`src/verilog/y86_defs.svh`:
```
`ifndef Y86_DEFS_SVH
`define Y86_DEFS_SVH

// ~~~~~~~~~~~~~~~~~~~~
// Machine sizes.
// ~~~~~~~~~~~~~~~~~~~~

// Width of a machine word and of every program register.
`define Y86_WORD_W 64

// Width of an instruction address into the ROM.
`define Y86_PC_W 16

// Bytes in the fetch window, enough for the longest instruction.
`define Y86_INST_BYTES 10

// Program registers %rax through %r14.
`define Y86_NREG 15

`endif
```
`src/verilog/y86_isa_pkg.sv`:
```
`default_nettype none
`include "y86_defs.svh"

package y86_isa_pkg;

	// ~~~~~~~~~~~~~~~~~~~~
	// Machine words and fields.
	// ~~~~~~~~~~~~~~~~~~~~
	typedef logic [`Y86_WORD_W-1:0] word_t;
	typedef logic [`Y86_PC_W-1:0] pc_t;
	typedef logic [`Y86_INST_BYTES*8-1:0] inst_win_t;
	typedef logic [3:0] reg_id_t;
	typedef logic [3:0] ifun_t;

	// Register id 15 names no register.
	localparam reg_id_t REG_NONE = 4'hf;

	// ~~~~~~~~~~~~~~~~~~~~
	// Instruction codes.
	// ~~~~~~~~~~~~~~~~~~~~
	typedef enum logic [3:0] {
		HALT   = 4'h0,
		NOP    = 4'h1,
		RRMOVQ = 4'h2,
		IRMOVQ = 4'h3,
		OPQ    = 4'h6
	} icode_e;

	typedef enum logic [3:0] {
		ADD = 4'h0,
		SUB = 4'h1,
		AND = 4'h2,
		XOR = 4'h3
	} alufn_e;

	// Function code of rrmovq and the conditional moves.
	typedef enum logic [3:0] {
		ALWAYS = 4'h0,
		LE     = 4'h1,
		L      = 4'h2,
		E      = 4'h3,
		NE     = 4'h4,
		GE     = 4'h5,
		G      = 4'h6
	} cond_e;

	typedef enum logic [1:0] {
		AOK = 2'd0,
		HLT = 2'd1,
		INS = 2'd2
	} stat_e;

	// Condition codes are kept as {zero, sign, overflow}.
	typedef logic [2:0] cc_t;
	localparam int CC_ZF = 2;
	localparam int CC_SF = 1;
	localparam int CC_OF = 0;
	localparam cc_t CC_RESET = 3'b100;

endpackage

`default_nettype wire

```
`src/verilog/y86_pipe_pkg.sv`:
```
`default_nettype none

package y86_pipe_pkg;

	// ~~~~~~~~~~~~~~~~~~~~
	// Stage registers.
	// ~~~~~~~~~~~~~~~~~~~~

	// Raw fields of one instruction as fetch hands them to decode.
	typedef struct packed {
		logic                 valid;
		y86_isa_pkg::icode_e  icode;
		y86_isa_pkg::ifun_t   ifun;
		y86_isa_pkg::reg_id_t ra;
		y86_isa_pkg::reg_id_t rb;
		y86_isa_pkg::word_t   val_c;
		y86_isa_pkg::stat_e   stat;
	} fd_t;

	// Decode hands execute its operands after bypass.
	typedef struct packed {
		logic                 valid;
		y86_isa_pkg::icode_e  icode;
		y86_isa_pkg::ifun_t   ifun;
		y86_isa_pkg::word_t   val_a;
		y86_isa_pkg::word_t   val_b;
		y86_isa_pkg::word_t   val_c;
		y86_isa_pkg::reg_id_t dst_e;
		y86_isa_pkg::stat_e   stat;
	} de_t;

	// One register write that also serves as a bypass source.
	typedef struct packed {
		logic                 valid;
		y86_isa_pkg::reg_id_t dst;
		y86_isa_pkg::word_t   value;
	} wb_t;

	// ~~~~~~~~~~~~~~~~~~~~
	// Fetch control.
	// ~~~~~~~~~~~~~~~~~~~~
	typedef enum logic {
		RUN     = 1'b0,
		STOPPED = 1'b1
	} fetch_state_e;

endpackage

`default_nettype wire

```
`src/verilog/y86_cpu.sv`:
```
`timescale 1ns/100ps
`default_nettype none

module y86_cpu (
	input	wire	clk,
	input	wire	reset_i,
	input	wire	y86_isa_pkg::inst_win_t	rom_data_i,
	output	y86_isa_pkg::pc_t		rom_addr_o,
	output	y86_pipe_pkg::wb_t		wb_o,
	output	y86_isa_pkg::stat_e		stat_o,
	output	logic				halted_o
);

	y86_pipe_pkg::fd_t	fd;
	y86_pipe_pkg::de_t	de;
	y86_pipe_pkg::wb_t	ex_fwd;
	y86_pipe_pkg::wb_t	wb;
	y86_isa_pkg::reg_id_t	src_a;
	y86_isa_pkg::reg_id_t	src_b;
	y86_isa_pkg::word_t	val_a;
	y86_isa_pkg::word_t	val_b;

	y86_fetch fetch0 (
		.clk(clk),		.reset_i(reset_i),
		.rom_data_i(rom_data_i),
		.pc_o(rom_addr_o),	.fd_o(fd)
	);

	y86_regfile regfile0 (
		.clk(clk),		.reset_i(reset_i),
		.src_a_i(src_a),	.src_b_i(src_b),
		.val_a_o(val_a),	.val_b_o(val_b),
		.wb_i(wb)
	);

	y86_decode decode0 (
		.clk(clk),		.reset_i(reset_i),
		.fd_i(fd),
		.src_a_o(src_a),	.src_b_o(src_b),
		.val_a_i(val_a),	.val_b_i(val_b),
		.ex_fwd_i(ex_fwd),	.wb_i(wb),
		.de_o(de)
	);

	y86_execute execute0 (
		.clk(clk),		.reset_i(reset_i),
		.de_i(de),
		.ex_fwd_o(ex_fwd),	.wb_o(wb),
		.stat_o(stat_o),	.halted_o(halted_o)
	);

	assign wb_o = wb;

endmodule

`default_nettype wire

```
`src/verilog/y86_execute.sv`:
```
`timescale 1ns/100ps
`default_nettype none
`include "y86_defs.svh"

module y86_execute (
	input	wire	clk,
	input	wire	reset_i,
	input	wire	y86_pipe_pkg::de_t	de_i,
	output	y86_pipe_pkg::wb_t		ex_fwd_o,
	output	y86_pipe_pkg::wb_t		wb_o,
	output	y86_isa_pkg::stat_e		stat_o,
	output	logic				halted_o
);

	localparam int MSB = `Y86_WORD_W - 1;

	y86_isa_pkg::word_t	alu_r;
	logic			alu_v;
	y86_isa_pkg::word_t	val_e;
	y86_isa_pkg::cc_t	cc_q;
	logic			zf;
	logic			sf;
	logic			lt;
	logic			cond_ok;
	logic			is_ok;
	y86_pipe_pkg::wb_t	wb_q;
	y86_isa_pkg::stat_e	stat_q;
	logic			halted_q;

	// ~~~~~~~~~~~~~~~~~~~~
	// ALU computing valB op valA.
	// ~~~~~~~~~~~~~~~~~~~~
	always_comb begin
		alu_v = 1'b0;
		case (y86_isa_pkg::alufn_e'(de_i.ifun))
			y86_isa_pkg::ADD: begin
				alu_r = de_i.val_b + de_i.val_a;
				alu_v = (de_i.val_a[MSB] == de_i.val_b[MSB])
					&& (alu_r[MSB] != de_i.val_b[MSB]);
			end
			y86_isa_pkg::SUB: begin
				alu_r = de_i.val_b - de_i.val_a;
				alu_v = (de_i.val_a[MSB] != de_i.val_b[MSB])
					&& (alu_r[MSB] != de_i.val_b[MSB]);
			end
			y86_isa_pkg::AND: alu_r = de_i.val_b & de_i.val_a;
			default: alu_r = de_i.val_b ^ de_i.val_a;
		endcase
		case (de_i.icode)
			y86_isa_pkg::IRMOVQ: val_e = de_i.val_c;
			y86_isa_pkg::RRMOVQ: val_e = de_i.val_a;
			default: val_e = alu_r;
		endcase
	end

	// Move condition against the flags left by the last opq.
	always_comb begin
		zf = cc_q[y86_isa_pkg::CC_ZF];
		sf = cc_q[y86_isa_pkg::CC_SF];
		lt = sf ^ cc_q[y86_isa_pkg::CC_OF];
		case (y86_isa_pkg::cond_e'(de_i.ifun))
			y86_isa_pkg::ALWAYS: cond_ok = 1'b1;
			y86_isa_pkg::LE: cond_ok = lt | zf;
			y86_isa_pkg::L: cond_ok = lt;
			y86_isa_pkg::E: cond_ok = zf;
			y86_isa_pkg::NE: cond_ok = !zf;
			y86_isa_pkg::GE: cond_ok = !lt;
			y86_isa_pkg::G: cond_ok = !lt && !zf;
			default: cond_ok = 1'b0;
		endcase
	end

	assign is_ok = de_i.valid && (de_i.stat == y86_isa_pkg::AOK);

	// Early bypass; a move that is not taken writes nothing.
	always_comb begin
		ex_fwd_o.valid = is_ok && (de_i.dst_e != y86_isa_pkg::REG_NONE)
			&& (de_i.icode != y86_isa_pkg::RRMOVQ || cond_ok);
		ex_fwd_o.dst = de_i.dst_e;
		ex_fwd_o.value = val_e;
	end

	// ~~~~~~~~~~~~~~~~~~~~
	// Flags, writeback and status.
	// ~~~~~~~~~~~~~~~~~~~~
	always_ff @(posedge clk) begin
		if (reset_i) begin
			cc_q <= y86_isa_pkg::CC_RESET;
			wb_q.valid <= 1'b0;
			stat_q <= y86_isa_pkg::AOK;
			halted_q <= 1'b0;
		end else begin
			wb_q <= ex_fwd_o;
			if (is_ok && de_i.icode == y86_isa_pkg::OPQ)
				cc_q <= {alu_r == '0, alu_r[MSB], alu_v};
			if (de_i.valid && de_i.stat != y86_isa_pkg::AOK && !halted_q) begin
				stat_q <= de_i.stat;
				halted_q <= 1'b1;
			end
		end
	end

	assign wb_o = wb_q;
	assign stat_o = stat_q;
	assign halted_o = halted_q;

endmodule

`default_nettype wire

```
`src/verilog/y86_decode.sv`:
```
`timescale 1ns/100ps
`default_nettype none

module y86_decode (
	input	wire	clk,
	input	wire	reset_i,
	input	wire	y86_pipe_pkg::fd_t	fd_i,
	output	y86_isa_pkg::reg_id_t	src_a_o,
	output	y86_isa_pkg::reg_id_t	src_b_o,
	input	wire	y86_isa_pkg::word_t	val_a_i,
	input	wire	y86_isa_pkg::word_t	val_b_i,
	input	wire	y86_pipe_pkg::wb_t	ex_fwd_i,
	input	wire	y86_pipe_pkg::wb_t	wb_i,
	output	y86_pipe_pkg::de_t		de_o
);

	y86_isa_pkg::reg_id_t	src_a;
	y86_isa_pkg::reg_id_t	src_b;
	y86_isa_pkg::reg_id_t	dst_e;
	y86_pipe_pkg::de_t	de_d;
	y86_pipe_pkg::de_t	de_q;

	// Execute holds the youngest producer and beats writeback, and writeback beats the file.
	function automatic y86_isa_pkg::word_t pick_operand(
		input y86_isa_pkg::reg_id_t src,
		input y86_isa_pkg::word_t rf_val,
		input y86_pipe_pkg::wb_t ex_fwd,
		input y86_pipe_pkg::wb_t wb
	);
		if (ex_fwd.valid && ex_fwd.dst == src)
			return ex_fwd.value;
		if (wb.valid && wb.dst == src)
			return wb.value;
		return rf_val;
	endfunction

	// ~~~~~~~~~~~~~~~~~~~~
	// Register selection.
	// ~~~~~~~~~~~~~~~~~~~~
	always_comb begin
		src_a = y86_isa_pkg::REG_NONE;
		src_b = y86_isa_pkg::REG_NONE;
		dst_e = y86_isa_pkg::REG_NONE;
		case (fd_i.icode)
			y86_isa_pkg::RRMOVQ: begin
				src_a = fd_i.ra;
				dst_e = fd_i.rb;
			end
			y86_isa_pkg::IRMOVQ: dst_e = fd_i.rb;
			y86_isa_pkg::OPQ: begin
				src_a = fd_i.ra;
				src_b = fd_i.rb;
				dst_e = fd_i.rb;
			end
			default: ;
		endcase
	end

	assign src_a_o = src_a;
	assign src_b_o = src_b;

	always_comb begin
		de_d.valid = fd_i.valid;
		de_d.icode = fd_i.icode;
		de_d.ifun = fd_i.ifun;
		de_d.val_a = pick_operand(src_a, val_a_i, ex_fwd_i, wb_i);
		de_d.val_b = pick_operand(src_b, val_b_i, ex_fwd_i, wb_i);
		de_d.val_c = fd_i.val_c;
		de_d.dst_e = dst_e;
		de_d.stat = fd_i.stat;
	end

	always_ff @(posedge clk) begin
		if (reset_i)
			de_q.valid <= 1'b0;
		else
			de_q <= de_d;
	end

	assign de_o = de_q;

endmodule

`default_nettype wire

```
`src/verilog/y86_regfile.sv`:
```
`timescale 1ns/100ps
`default_nettype none
`include "y86_defs.svh"

module y86_regfile (
	input	wire	clk,
	input	wire	reset_i,
	input	wire	y86_isa_pkg::reg_id_t	src_a_i,
	input	wire	y86_isa_pkg::reg_id_t	src_b_i,
	output	y86_isa_pkg::word_t		val_a_o,
	output	y86_isa_pkg::word_t		val_b_o,
	input	wire	y86_pipe_pkg::wb_t	wb_i
);

	y86_isa_pkg::word_t	regs [`Y86_NREG];

	// Reads are combinational; the none id reads as zero.
	assign val_a_o = (src_a_i == y86_isa_pkg::REG_NONE) ? '0 : regs[src_a_i];
	assign val_b_o = (src_b_i == y86_isa_pkg::REG_NONE) ? '0 : regs[src_b_i];

	always_ff @(posedge clk) begin
		if (reset_i) begin
			for (int i = 0; i < `Y86_NREG; i++)
				regs[i] <= '0;
		end else if (wb_i.valid && wb_i.dst != y86_isa_pkg::REG_NONE) begin
			regs[wb_i.dst] <= wb_i.value;
		end
	end

endmodule

`default_nettype wire

```
`src/verilog/y86_fetch.sv`:
```
`timescale 1ns/100ps
`default_nettype none
`include "y86_defs.svh"

module y86_fetch (
	input	wire	clk,
	input	wire	reset_i,
	input	wire	y86_isa_pkg::inst_win_t	rom_data_i,
	output	y86_isa_pkg::pc_t		pc_o,
	output	y86_pipe_pkg::fd_t		fd_o
);

	y86_isa_pkg::pc_t		pc_q;
	y86_isa_pkg::pc_t		ilen;
	y86_pipe_pkg::fetch_state_e	state_q;
	y86_pipe_pkg::fd_t		fd_d;
	y86_pipe_pkg::fd_t		fd_q;

	// ~~~~~~~~~~~~~~~~~~~~
	// Field split and length.
	// ~~~~~~~~~~~~~~~~~~~~
	always_comb begin
		fd_d.valid = (state_q == y86_pipe_pkg::RUN);
		fd_d.icode = y86_isa_pkg::icode_e'(rom_data_i[7:4]);
		fd_d.ifun = rom_data_i[3:0];
		fd_d.ra = rom_data_i[15:12];
		fd_d.rb = rom_data_i[11:8];
		// The immediate follows the register byte, low byte first.
		fd_d.val_c = rom_data_i[`Y86_INST_BYTES*8-1:16];
		fd_d.stat = y86_isa_pkg::AOK;
		ilen = y86_isa_pkg::pc_t'(1);
		case (fd_d.icode)
			y86_isa_pkg::HALT: fd_d.stat = y86_isa_pkg::HLT;
			y86_isa_pkg::NOP: ilen = y86_isa_pkg::pc_t'(1);
			y86_isa_pkg::RRMOVQ: begin
				ilen = y86_isa_pkg::pc_t'(2);
				if (fd_d.ifun > y86_isa_pkg::G)
					fd_d.stat = y86_isa_pkg::INS;
			end
			y86_isa_pkg::IRMOVQ: ilen = y86_isa_pkg::pc_t'(`Y86_INST_BYTES);
			y86_isa_pkg::OPQ: begin
				ilen = y86_isa_pkg::pc_t'(2);
				if (fd_d.ifun > y86_isa_pkg::XOR)
					fd_d.stat = y86_isa_pkg::INS;
			end
			default: fd_d.stat = y86_isa_pkg::INS;
		endcase
	end

	// ~~~~~~~~~~~~~~~~~~~~
	// PC and stop control.
	// ~~~~~~~~~~~~~~~~~~~~

	// A halt or a bad code is passed on once, then the PC freezes on it.
	always_ff @(posedge clk) begin
		if (reset_i) begin
			pc_q <= '0;
			state_q <= y86_pipe_pkg::RUN;
			fd_q.valid <= 1'b0;
		end else begin
			fd_q <= fd_d;
			if (state_q == y86_pipe_pkg::RUN) begin
				if (fd_d.stat == y86_isa_pkg::AOK)
					pc_q <= pc_q + ilen;
				else
					state_q <= y86_pipe_pkg::STOPPED;
			end
		end
	end

	assign pc_o = pc_q;
	assign fd_o = fd_q;

endmodule

`default_nettype wire

```
`config.mk`:
```
export PLATFORM = sky130hd
export DESIGN_NAME = y86_cpu
export DESIGN_NICKNAME = d
export VERILOG_FILES = /design/src/verilog/y86_isa_pkg.sv /design/src/verilog/y86_pipe_pkg.sv /design/src/verilog/y86_cpu.sv /design/src/verilog/y86_execute.sv /design/src/verilog/y86_decode.sv /design/src/verilog/y86_regfile.sv /design/src/verilog/y86_fetch.sv
export VERILOG_INCLUDE_DIRS = /design/src /design/src/verilog
export SDC_FILE = /design/constraint.sdc
export NUM_CORES = 2
export LEC_CHECK = 0
export ABC_AREA = 1
export BUFFER_PORTS_ARGS = -buffer_cell sky130_fd_sc_hd__buf_2
export CORE_MARGIN = 5
export CORE_UTILIZATION = 30
export CTS_CLUSTER_SIZE = 30
export DETAILED_ROUTE_END_ITERATION = 10
export SLEW_MARGIN = 20
export SYNTH_ARGS = -nofsm -noshare
export SYNTH_HDL_FRONTEND = slang
export SYNTH_SLANG_ARGS = --single-unit
```
`constraint.sdc`:
```
create_clock -name clk -period 30.1 [get_ports clk]
set_input_delay 1.505 -clock clk [delete_from_list [all_inputs] [get_ports clk]]
set_output_delay 1.505 -clock clk [all_outputs]
set_load 0.005 [all_outputs]
```
**After elaboration in Yosys (flattened, before gate mapping)**

Memory sizes are Yosys's and may differ from the RTL's.
Index checks and enable logic that the tools add are counted.
Widths: inputs -> output; s select.

- Bits in registers: 382
- Bits in writable memories: 960
- Input bits: 82
- Output and inout port bits: 88
- Logic and storage cells: 129
- Memories: 1

Memories:

| memory | words | width | read ports | clocked after memory_dff | wr ports | RTL line | text |
|---|---|---|---|---|---|---|---|
| regfile0.regs | 15 | 64 | 2 | 0 | 15 | y86_regfile.sv:15 | `` y86_isa_pkg::word_t regs [`Y86_NREG]; `` |

- Add/sub/neg operators: 3
- Order comparisons: 2
- Equality and inequality tests: 29
- Mux-type cells: 36
- Bitwise gates (word level): 5
- Reductions and logical operators: 30

Operators by type and width:

| operator | count |
|---|---|
| $mux 64 | 11 |
| $pmux 64 s3 | 1 |
| $pmux 64 s2 | 1 |
| $add 64x64->64 | 1 |
| $and 64x64->64 | 1 |
| $logic_not 64->1 | 1 |
| $reduce_or 64->1 | 1 |
| $sub 64x64->64 | 1 |
| $xor 64x64->64 | 1 |
| $eq 4x2->1 const B | 8 |
| $eq 4x3->1 const B | 6 |
| $add 16x4->16 | 1 |
| $eq 4x4->1 | 4 |
| $logic_and 1x1->1 | 14 |
| $mux 1 | 14 |
| $mux 4 | 3 |
| $eq 4x1->1 const B | 2 |
| $eq 4x4->1 const B | 2 |
| $logic_not 4->1 | 2 |
| $ne 4x4->1 const B | 2 |
| $pmux 2 s4 | 1 |
| $pmux 4 s2 | 1 |
| $pmux 1 s7 | 1 |
| $reduce_or 2->1 | 3 |
| other kinds (16) | 22 |

**Longest topological paths before layout**

- Depth in word-level cells: 11
- Gate-level depth with buffers: 26
- Gate-level depth less buffers: 25

**Cells and area by module**

Synthesis repeated with hierarchy kept, for this count alone.

- Cells, all modules: 12875
- Area total of the unflattened synthesis: 91781.8 µm²

Modules (own cells, without submodules):

| module | instances | cells each | area an instance (µm²) | seq. area each (µm²) |
|---|---|---|---|---|
| y86_regfile | 1 | 8079 | 59594.7 | 30749.5 |
| y86_execute | 1 | 3291 | 17377.9 | 2182.1 |
| y86_decode | 1 | 1234 | 11143.2 | 6206.0 |
| y86_fetch | 1 | 271 | 3666.0 | 2822.7 |

**Worst setup path before layout**

Ideal clock, no wire load.

- Kind: input port to flip-flop
- From: in reset_i
- To: mem regfile0.regs[11][0] in the netlist's numbering, enable pin
- Library setup time: 0.718 ns
- Arrival: 17.278 ns
- Required time: 29.382 ns
- Slack: 12.104 ns
- Stages: 3
- Path buffers: 1
- Path through: inv_1 -> clkbuf_1 -> nand2_1

RTL lines:

| what | RTL line | text |
|---|---|---|
| start: declaration | y86_cpu.sv:6 | `input wire reset_i,` |
| end: declaration | y86_regfile.sv:15 |  |

==> flow_summary.ini <==
[routing]
vias = 77100
viasPerCell = 5.66
ant_nets = 0
firstDrtPassIters = 9
routedWlPerCell_um = 27.2
routed_wl_um = 370000
drtIter0Drc = 12400
drc_errors = 0

[cells_and_area]
area_growth_pct = 10.9
post-route-util = 0.334
final_cell_mix = 2649 x nand2_1, 1442 x nor2_1, 1380 x edfxtp_1
drive_above_1_share = 0.0576
final_common_cell = nand2_1
nets = 10100
stdcell_count = 13600

[logic_synthesis]
yosys.area.top_type_share = 0.502
synth_ff_type = edfxtp_1
synth_seq_area_share = 0.508
ys_ff_latch = 1406
syn_avg_cell_area_um2 = 8.14
synth_area_um2 = 82600
synth-edff-count = 1380
ys_warn_count = 0
synthTopCellsByArea = edfxtp_1 50%, nand2_1 12%, nor2_1 6.6%
synth_area_leader_cell = edfxtp_1
ys_types = 54
syn_inst = 10100
ys_async_sr_fraction = 0

[floorplanning]
io_pins = 170
chipHeight_um = 535
core_um2 = 274000
dieArea_um2 = 286000
rows = 192
die_w_um = 535
initial_core_util = 0.301

[clocking]
cts_htree_levels = 4
hold_buffers = 0
post-cts-setup-buffers = 0
cts-resized-gates = 0
cts_buffers = 152
cts_buffer_depth = 3
cts_tree = yes
clock_latency_ns = 0.84
cts_root_buf = clkbuf_16
clkTransAtPathRegs_ns = 0.07
clock-sinks = 1406

[critical_path]
endpoint_kind = flop
arrival_ns = 6.47
cp_slowest_cell = buf_4
cp-start-kind = flop
r2r-end = decode0.de_o[126]
worstPathCellList = nor2_1 -> inv_2 -> nor2_4 -> nand2_1 -> nor2_4 -> buf_4 -> buf_12 -> nor2_4 -> buf_4 -> a21oi_4 -> buf_4 -> o221ai_1 -> o21ai_0 -> nand2_1 -> nand2_1
worstSetupPathType = reg2reg
max_stage_delay_ns = 1.03
r2r-start = fetch0.fd_o[78]
crit_fanout = 156
r2r_setup_slack_ns = 24.32
required_ns = 30.80
reg2reg_depth = 15

[sta]
skew_ns = 0.0368
rsz0062_at_grt = no
relSlewSlack = 0.180
period_minus_slack_ns = 5.78
maxSlewViolCount = 0
setup_viol = 0
fin_crit_sh = 0.192
fmax_mhz = 173
finalHoldViolCount = 0
tns_ns = 0
max_slew.worst_pin.slew_ns = 1.23

[grt]
grt_max_degree = 187
grt_pass1_vias = 70400
antenna_found_initial = 17
grt_pass1_wl_um = 517000
grt_usage = 0.247
grt-ovfl-total = 0

[worst_hold_path]
timing.hold.worst.start = fetch0.fd_o[82]
hold_depth = 2
whs_endpoint = decode0.de_o[206]
worst_hold_path_type = reg2reg

[placement]
port_buffers = 169
dp_hpwl_um = 236000
dp_cells = 13300
routabilityCongestion = 1.04

[pwr]
powerDensity_nw_per_um2 = 56.2
power_leakage_nw = 37.6
ir_drop_mv = 0.0482

[outcome]
status = completed

[job]
cap_violations = 0
[final cells by class]
type | instances | area (um^2)
fillers | 28600 | 182000
flip-flops and latches | 1406 | 42000
multi-input cells | 6962 | 34200
well taps | 3589 | 4490
inverters | 1100 | 4170
clock buffers | 192 | 4110
repair buffers | 292 | 1870
clock inverters | 72 | 722
diodes | 4 | 10.0
[registers in the layout, summed over array words and instances, names as in the netlist]
| signal | count |
|---|---|
| fetch0.state_q | 1 |
| fetch0.fd_o | 83 |
| execute0.halted_o | 1 |
| execute0.cc_q | 3 |
| execute0.stat_o | 2 |
| decode0.de_o | 207 |
| fetch0.pc_o | 16 |
| execute0.wb_o | 69 |
| regfile0.regs | 1024 |
[worst max-delay path: cells and delay by family (launching register included)]
| family | cells | cell delay, ns |
|---|---|---|
| AOI/OAI and AO/OA | 3 | 1.11 |
| buffers and inverters | 5 | 2.90 |
| DFF | 1 | 0.41 |
| and+or+nand+nor | 7 | 1.07 |
[routing by layer]
layer	vias up	track usage	part of all wire
met5	-	0	0.00019
met4	10	0.147	0.070
met3	1136	0.0657	0.13
met2	5615	0.379	0.43
met1	36400	0.313	0.37
li1	33900	-	-
[logic make-up after synthesis]
kind of cell    Yosys count  share of synthesized area
fa+ha+maj               134                     0.0206
xor+xnor                 17                    0.00180
flops                  1406                      0.508
simple gates           4819                      0.232
other cells               1                  0.0000454
buf+inv                1835                     0.0845
mux                       2                   0.000243
compound gates         1926                      0.153
[cells in the mapped netlist, types with 5 or more instances]
cell       instances
nand2_1         2680
nor2_1          1449
edfxtp_1        1380
inv_1           1068
clkbuf_1         591
o21ai_0          518
nand3_1          507
a21oi_1          428
o211ai_1         306
a221oi_1         302
ha_1             131
o2111ai_1         95
buf_1             81
nand4_1           65
nor3_1            64
buf_2             62
o221ai_1          45
a31oi_1           41
o22ai_1           40
o311ai_0          38
a211oi_1          28
a22oi_1           26
dfxtp_1           26
o21a_1            25
clkinv_1          24
or3_1             20
o21bai_1          14
xor2_1            14
nand3b_1          10
inv_2              8
and2_1             5
nor4_1             5
[how the worst max path moves through the flow]
| stage | start | depth (start not counted) | end | slack (ns) |
|---|---|---|---|---|
| global placement | reset_i | 8 | regfile0.regs[2][7] | 24.11 |
| detailed placement | reset_i | 8 | regfile0.regs[2][11] | 23.97 |
| global route | fetch0.fd_o[78] | 15 | decode0.de_o[129] | 24.23 |
| floorplan | reset_i | 3 | regfile0.regs[11][0] | 12.10 |
| finish | fetch0.fd_o[78] | 15 | decode0.de_o[126] | 24.32 |
| CTS | fetch0.fd_o[78] | 15 | decode0.de_o[107] | 24.46 |
[stage by stage]
step | hold WS (ns) | area [um^2] | power, W | setup WS (ns)
after floorplan | 0.388 | 82800 | 0.00286 | 12.10
after global placement | 0.392 | 86700 | 0.00324 | 24.11
after detailed placement | 0.402 | 86700 | 0.00324 | 23.97
after CTS | 0.408 | 91500 | 0.00512 | 24.46
after global routing | 0.424 | 91500 | 0.00529 | 24.23
final | 0.409 | 91500 | 0.00514 | 24.32
[power breakdown]
| group | switching, W | internal, W |
|---|---|---|
| registers | 0.0000840 | 0.00226 |
| logic | 0.000691 | 0.000209 |
| clock network | 0.000830 | 0.00107 |
Note: power is estimated with default switching activity, not from simulation.
